**config.mk**
```make
export PLATFORM = sky130hd
export DESIGN_NAME = snes_pad_reader
export DESIGN_NICKNAME = d
export VERILOG_FILES = /design/src/hdl/pad_pkg.sv /design/src/hdl/axil_pkg.sv /design/src/hdl/pad_poll_sequencer.sv /design/src/hdl/pad_shift_receiver.sv /design/src/hdl/pad_axil_regs.sv /design/src/hdl/snes_pad_reader.sv
export SDC_FILE = /design/constraint.sdc
export NUM_CORES = 1
export LEC_CHECK = 0
export BUFFER_PORTS_ARGS = -buffer_cell sky130_fd_sc_hd__buf_2
export CORE_AREA = 3 3 136 138
export CTS_BUF_LIST = sky130_fd_sc_hd__clkbuf_16
export DETAILED_ROUTE_END_ITERATION = 7
export DIE_AREA = 0 0 139 141
export HOLD_SLACK_MARGIN = 0.05
export RECOVER_POWER = 25
export SYNTH_ARGS = -nofsm -noshare
export SYNTH_HDL_FRONTEND = slang
export SYNTH_SLANG_ARGS = --single-unit
```
**constraint.sdc**
```tcl
create_clock -name clk -period 5.2 [get_ports clk]
set_input_delay 1.3 -clock clk [delete_from_list [all_inputs] [get_ports clk]]
set_output_delay 1.3 -clock clk [all_outputs]
set_load 0.03 [all_outputs]
```
**src/hdl/pad_pkg.sv**
```systemverilog
`default_nettype none

package pad_pkg;

    // clk cycles per pad tick.
    localparam int TICK_DIV = 4;
    // ticks per poll frame.
    localparam int FRAME_TICKS = 64;
    localparam int LATCH_TICKS = 2;
    localparam int DATA_START_TICK = 3;
    localparam int PAD_BITS = 16;
    localparam int BTN_COUNT = 12;
    // first slot after the last pad clock high slot.
    localparam int DATA_END_TICK = DATA_START_TICK + 2 * PAD_BITS;

    typedef logic [6:0] tick_t;

    // 1 = pressed, bit 0 is the first bit shifted out of the pad.
    typedef logic [BTN_COUNT-1:0] buttons_t;

    typedef logic [PAD_BITS-1:0] pad_shift_t;

    // sample and frame_done are one cycle strobes.
    typedef struct packed {
        logic latch;
        logic pad_clk;
        logic sample;
        logic frame_done;
    } pad_ctrl_t;

endpackage

`default_nettype wire

```
**src/hdl/axil_pkg.sv**
```systemverilog
`default_nettype none

package axil_pkg;

    typedef logic [3:0]  axil_addr_t;
    typedef logic [31:0] axil_data_t;
    typedef logic [1:0]  axil_resp_t;

    localparam axil_resp_t RESP_OKAY   = 2'b00;
    localparam axil_resp_t RESP_SLVERR = 2'b10;

    // register map.
    localparam axil_addr_t ADDR_BUTTONS = 4'h0;
    localparam axil_addr_t ADDR_FRAMES  = 4'h4;

    typedef logic [15:0] frame_count_t;

    typedef struct packed {
        axil_addr_t addr;
    } axil_ar_t;

    typedef struct packed {
        axil_data_t data;
        axil_resp_t resp;
    } axil_r_t;

endpackage

`default_nettype wire

```
**src/hdl/pad_poll_sequencer.sv**
```systemverilog
`timescale 1ns/100ps
`default_nettype none

module pad_poll_sequencer
    import pad_pkg::*;
(
    input  wire logic      clk,
    input  wire logic      aresetn,
    output pad_ctrl_t      ctrl
);

    typedef enum logic [1:0] {
        IDLE,
        LATCH,
        BITS
    } phase_t;

    logic [$clog2(TICK_DIV)-1:0] div_cnt;
    logic   tick;
    tick_t  slot;
    tick_t  bit_offset;
    logic   clk_high;
    phase_t slot_phase;
    phase_t phase;
    logic   latch_q;
    logic   pad_clk_q;
    logic   frame_done_q;
    logic   sample;

    // one tick strobe every TICK_DIV clk cycles.
    assign tick = (div_cnt == TICK_DIV - 1);

    always_ff @(posedge clk) begin
        if (!aresetn) begin
            div_cnt <= '0;
        end else if (tick) begin
            div_cnt <= '0;
        end else begin
            div_cnt <= div_cnt + 1'b1;
        end
    end

    // slot holds the slot whose outputs are set on the next tick.
    always_ff @(posedge clk) begin
        if (!aresetn) begin
            slot <= '0;
        end else if (tick) begin
            if (slot == tick_t'(FRAME_TICKS - 1)) begin
                slot <= '0;
            end else begin
                slot <= slot + 1'b1;
            end
        end
    end

    always_comb begin
        if (slot < tick_t'(LATCH_TICKS)) begin
            slot_phase = LATCH;
        end else if (slot >= tick_t'(DATA_START_TICK) && slot < tick_t'(DATA_END_TICK)) begin
            slot_phase = BITS;
        end else begin
            slot_phase = IDLE;
        end
    end

    // second slot of each bit period is the high half.
    assign bit_offset = slot - tick_t'(DATA_START_TICK);
    assign clk_high = bit_offset[0];

    always_ff @(posedge clk) begin
        if (!aresetn) begin
            phase     <= IDLE;
            latch_q   <= 1'b0;
            pad_clk_q <= 1'b0;
        end else if (tick) begin
            phase     <= slot_phase;
            latch_q   <= (slot_phase == LATCH);
            pad_clk_q <= (slot_phase == BITS) && clk_high;
        end
    end

    // leaving the bit slots ends the frame.
    always_ff @(posedge clk) begin
        if (!aresetn) begin
            frame_done_q <= 1'b0;
        end else begin
            frame_done_q <= tick && (phase == BITS) && (slot_phase != BITS);
        end
    end

    // high in the cycle whose closing edge raises pad_clk, data still shows bit k.
    assign sample = tick && (slot_phase == BITS) && clk_high;

    assign ctrl = '{
        latch:      latch_q,
        pad_clk:    pad_clk_q,
        sample:     sample,
        frame_done: frame_done_q
    };

endmodule

`default_nettype wire

```
**src/hdl/pad_shift_receiver.sv**
```systemverilog
`timescale 1ns/100ps
`default_nettype none

module pad_shift_receiver
    import pad_pkg::*;
(
    input  wire logic      clk,
    input  wire logic      aresetn,
    input  wire pad_ctrl_t ctrl,
    input  wire logic      data,
    output buttons_t       buttons
);

    pad_shift_t shift_reg;

    // pad data is active low.
    // new bits enter at the top so the first bit ends in bit 0.
    always_ff @(posedge clk) begin
        if (ctrl.latch) begin
            shift_reg <= '0;
        end else if (ctrl.sample) begin
            shift_reg <= {~data, shift_reg[PAD_BITS-1:1]};
        end
    end

    // the trailing four bits are dropped.
    always_ff @(posedge clk) begin
        if (!aresetn) begin
            buttons <= '0;
        end else if (ctrl.frame_done) begin
            buttons <= shift_reg[BTN_COUNT-1:0];
        end
    end

endmodule

`default_nettype wire

```
**src/hdl/pad_axil_regs.sv**
```systemverilog
`timescale 1ns/100ps
`default_nettype none

module pad_axil_regs
    import pad_pkg::*;
    import axil_pkg::*;
(
    input  wire logic     clk,
    input  wire logic     aresetn,

    input  wire logic     arvalid,
    output logic          arready,
    input  wire axil_ar_t ar,

    output logic          rvalid,
    input  wire logic     rready,
    output axil_r_t       r,

    input  wire logic     frame_done,
    input  wire buttons_t pad0_buttons,
    input  wire buttons_t pad1_buttons
);

    frame_count_t frame_count;
    axil_r_t      next_r;
    logic         ar_fire;

    always_ff @(posedge clk) begin
        if (!aresetn) begin
            frame_count <= '0;
        end else if (frame_done) begin
            frame_count <= frame_count + 1'b1;
        end
    end

    // one read in flight at a time.
    assign arready = !rvalid;
    assign ar_fire = arvalid && arready;

    always_comb begin
        case (ar.addr)
            ADDR_BUTTONS: begin
                next_r.data = axil_data_t'({pad1_buttons, pad0_buttons});
                next_r.resp = RESP_OKAY;
            end
            ADDR_FRAMES: begin
                next_r.data = axil_data_t'(frame_count);
                next_r.resp = RESP_OKAY;
            end
            default: begin
                next_r.data = '0;
                next_r.resp = RESP_SLVERR;
            end
        endcase
    end

    always_ff @(posedge clk) begin
        if (!aresetn) begin
            rvalid <= 1'b0;
        end else if (ar_fire) begin
            rvalid <= 1'b1;
        end else if (rready) begin
            rvalid <= 1'b0;
        end
    end

    // response stays put until the master takes it.
    always_ff @(posedge clk) begin
        if (ar_fire) begin
            r <= next_r;
        end
    end

endmodule

`default_nettype wire

```
**src/hdl/snes_pad_reader.sv**
```systemverilog
`timescale 1ns/100ps
`default_nettype none

module snes_pad_reader
    import pad_pkg::*;
    import axil_pkg::*;
(
    input  wire logic     clk,
    input  wire logic     aresetn,

    input  wire logic     arvalid,
    output logic          arready,
    input  wire axil_ar_t ar,

    output logic          rvalid,
    input  wire logic     rready,
    output axil_r_t       r,

    input  wire logic     pad0_data,
    input  wire logic     pad1_data,
    output logic          pad_latch,
    output logic          pad_clk
);

    pad_ctrl_t ctrl;
    buttons_t  pad0_buttons;
    buttons_t  pad1_buttons;

    pad_poll_sequencer u_sequencer (
        .clk     (clk),
        .aresetn (aresetn),
        .ctrl    (ctrl)
    );

    // both pads share latch and clock.
    assign pad_latch = ctrl.latch;
    assign pad_clk   = ctrl.pad_clk;

    pad_shift_receiver u_pad0 (
        .clk     (clk),
        .aresetn (aresetn),
        .ctrl    (ctrl),
        .data    (pad0_data),
        .buttons (pad0_buttons)
    );

    pad_shift_receiver u_pad1 (
        .clk     (clk),
        .aresetn (aresetn),
        .ctrl    (ctrl),
        .data    (pad1_data),
        .buttons (pad1_buttons)
    );

    pad_axil_regs u_regs (
        .clk          (clk),
        .aresetn      (aresetn),
        .arvalid      (arvalid),
        .arready      (arready),
        .ar           (ar),
        .rvalid       (rvalid),
        .rready       (rready),
        .r            (r),
        .frame_done   (ctrl.frame_done),
        .pad0_buttons (pad0_buttons),
        .pad1_buttons (pad1_buttons)
    );

endmodule

`default_nettype wire

```
==> results.tsv <==
stage	metric	value	unit
grt	GR Util All Layers	0.125	
clocking	PostCTS Resize Cnt	0	
power_and_ir_drop	leakage power	0.00206	uW
yosys	Cell Area, Synth	5720	sq um
floorplanning	DIE AREA	19600	sq um
yosys	Post-synth top flop	dfxtp_1	
grt	GR Util met2	0.205	
grt	initial antenna violation count	0	
clocking	CTS hold repair buffers	0	
grt	GRT overflow	0	
yosys	async set-or-reset flop fraction in the synthesized netlist	0	
yosys	gate count of the mapped netlist	619	
final_layout	max reg flops	25	
setup_path	CP delay by family, top	flip-flops	
floorplanning	Core Region	17300	sq um
placed_design	DP HPWL	7.61	mm
route	DRT Pass-1 Iters	4	
timing	Hold Fails Final Rpt	0	
yosys	top post-synthesis cells by area	dfxtp_1 30%, edfxtp_1 13%, mux2i_1 7.7%, nor2b_1 6.3%, o22ai_1 6.2%	
clocking	CTS Buf Count	9	
timing	RSZ-0062 raised after global routing	false	
setup_path	Crit path buffers/inverters	1	
floorplanning	Die Span Y	141	microns
placed_design	pre-CTS setup slack	2.17	ns
power_and_ir_drop	VDD IR-drop max	205	uV
yosys	count of state elements after synthesis	112	
setup_path	max incr delay on CP	1.10	ns
setup_path	Worst Path Class, Setup	register to register	
clocking	CTS Root Cell	clkbuf_16	
yosys	Synth Area per Inst	9.24	sq um
setup_path	Req. time, crit path	5.47	ns
final_layout	Total Nets Final	634	
timing	worst-margin pin slew	2.05	ns
final_layout	FF/Latch Area	2490	sq um
yosys	synth warn	0	
setup_path	CP max FO	71	
worst_hold_path	Hold Crit Class	register to register	
floorplanning	Initial Utilization	0.331	
clocking	CTS tree	done	
timing	Setup Viol. Count Final	0	
clocking	clock buffer depth	2	
flow_run	maxcap violations	1	
timing	fin crit period	3.10	ns
final_layout	Top reg by flops	u_regs.r	
grt	vias in the first global route	4231	
timing	Worst Skew	0.00713	ns
run_status	violated checks	capacitance limit, slew limit	
route	Total Wirelength	12.4	mm
floorplanning	I/O pin count	48	
placed_design	Buffers on Ports	38	
yosys	Post-synth EDFFs	25	
final_layout	# diodes	0	
clocking	total clock sinks	112	
timing	fin crit share	0.596	
grt	pin count of the biggest net entering global routing	72	
final_layout	Fillers	1749	
timing	Slew Limit Fails	59	
setup_path	worst-path cell chain	nand4bb_1 -> buf_4 -> nand2_1 -> o22ai_1 -> a221oi_1	
timing	Hold Slack	0.428	ns
route	Final ANT Viol Nets	0	
final_layout	layout cells sized above 1	0.102	
setup_path	Startpoint Class	register	
setup_path	Critical Path AT	3.37	ns
yosys	share of the synthesized area in the top cell type	0.305	
grt	Most Crowded Layer GR	met2	
yosys	leading area contributor after synthesis	dfxtp_1	
final_layout	Area Overhead vs Synth	9.56	%
power_and_ir_drop	Tot Pwr	1710	uW
floorplanning	DIE WIDTH	139	microns
clocking	latest clock arrival within the worst-skew pair	0.36	ns
grt	met3 GRT Util	0.0370	
clocking	Setup Fix Bufs, Post-CTS	0	
clocking	htree depth	3	
route	average wire per cell in the routed design	14.6	microns
placed_design	routability cong.	0.766	
run_status	status	complete, but fails checks	
route	DR vias	4463	
route	DR DRC count	0	
timing	post-route setup TNS	0	ns
clocking	Reg clk slew, reported paths	0.08	ns
final_layout	utilization after layout	0.362	
grt	global-route wire length before repair	20.7	mm
route	initial drt markers	355	
floorplanning	num rows	48	
final_layout	area of the multi-input gates	2960	sq um
yosys	register area share after synthesis	0.436	
setup_path	critical path's slowest cell	dfxtp_2	
timing	final setup margin	2.10	ns
grt	GRT met1 Usage	0.162	
route	number of vias per cell	5.24	
power_and_ir_drop	power density over the cells	273	nW/um^2
setup_path	critical path capture point type	register	
yosys	Synth cell types	47	
timing	Slew HR	-0.368	
timing	fmax	322	MHz
worst paths after layout:
check | to | startpoint | slack, ns | cells after the start
min | u_sequencer.div_cnt[0]$_SDFF_PP0_ | u_sequencer.div_cnt[0]$_SDFF_PP0_ | 0.43 | 1
min reg2reg | u_sequencer.div_cnt[0]$_SDFF_PP0_ | u_sequencer.div_cnt[0]$_SDFF_PP0_ | 0.43 | 1
max | u_pad1.shift_reg[15]$_SDFFE_PP0P_ | u_sequencer.slot[5]$_SDFFE_PN0P_ | 2.10 | 5
max reg2reg | u_pad1.shift_reg[15]$_SDFFE_PP0P_ | u_sequencer.slot[5]$_SDFFE_PN0P_ | 2.10 | 5
synth_stat cells (7+ instances only):
| cell type | number |
|---|---|
| dfxtp_1 | 87 |
| nor2b_1 | 58 |
| o22ai_1 | 57 |
| mux2i_1 | 44 |
| nand2b_1 | 39 |
| or3_1 | 35 |
| clkbuf_1 | 33 |
| a21oi_1 | 31 |
| a211oi_1 | 27 |
| nor2_1 | 26 |
| edfxtp_1 | 25 |
| and2_1 | 20 |
| nand2_1 | 20 |
| buf_2 | 13 |
| o21ai_0 | 10 |
| buf_4 | 9 |
| xnor2_1 | 9 |
| nand4_1 | 7 |
worst reg2reg max path: cells and delay by family, from the launching register on:
family                 cells  cell delay, ns
buffers and inverters      1            0.31
AND/OR/NAND/NOR            2            1.05
flip-flops                 1            1.10
AO/OA/AOI/OAI              2            0.55
logic make-up after synthesis:
kind of cell,count (synthesis),synth area share
other,1,0.000656
AOI/OAI and AO/OA,144,0.161
DFF,112,0.436
adders and majority gates,3,0.00657
and+or+nand+nor,236,0.243
muxes,44,0.0770
buffers and inverters,65,0.0540
xor gates and xnor gates,14,0.0214
power breakdown:
| group | switching, uW | total [uW] | internal (uW) |
|---|---|---|---|
| combinational | 83.3 | 121 | 37.6 |
| clock | 349 | 685 | 336 |
| sequential | 5.41 | 906 | 901 |
cell usage in the layout, fill, tap and decap left out, drive strengths merged, types with 4 or more instances in the layout:
cell,n
a211oi,27
a21boi,7
a21oi,31
a221oi,6
and2,20
buf,42
clkbuf,10
conb,9
dfxtp,87
edfxtp,25
inv,11
mux2i,44
nand2,20
nand2b,39
nand3,5
nand3b,4
nand4,8
nor2,26
nor2b,58
nor3,5
o21ai,10
o22ai,57
or3,35
xnor2,9
xor2,5
per-stage QoR:
stage	cell area, sq um	cells
2_1_floorplan	5750	627
3_3_place_gp	5980	835
3_5_place_dp	5980	835
4_1_cts	6270	851
5_1_grt	6260	851
6_report	6260	851
layer usage:
metal | vias to the layer above | share of wire
met4 | 0 | 0.0077
met2 | 98 | 0.47
met5 | - | 0
li1 | 2227 | -
met3 | 5 | 0.045
met1 | 2133 | 0.48
layout make-up:
class | count | share of cell area
multi-input combinational | 450 | 0.472
sequential | 112 | 0.398
tap | 225 | 0.0449
timing repair buffer | 43 | 0.0361
clock buffer | 9 | 0.0359
clock inverter | 7 | 0.00959
inverter | 5 | 0.00300
No activity file was read; power rests on OpenSTA's default activity.
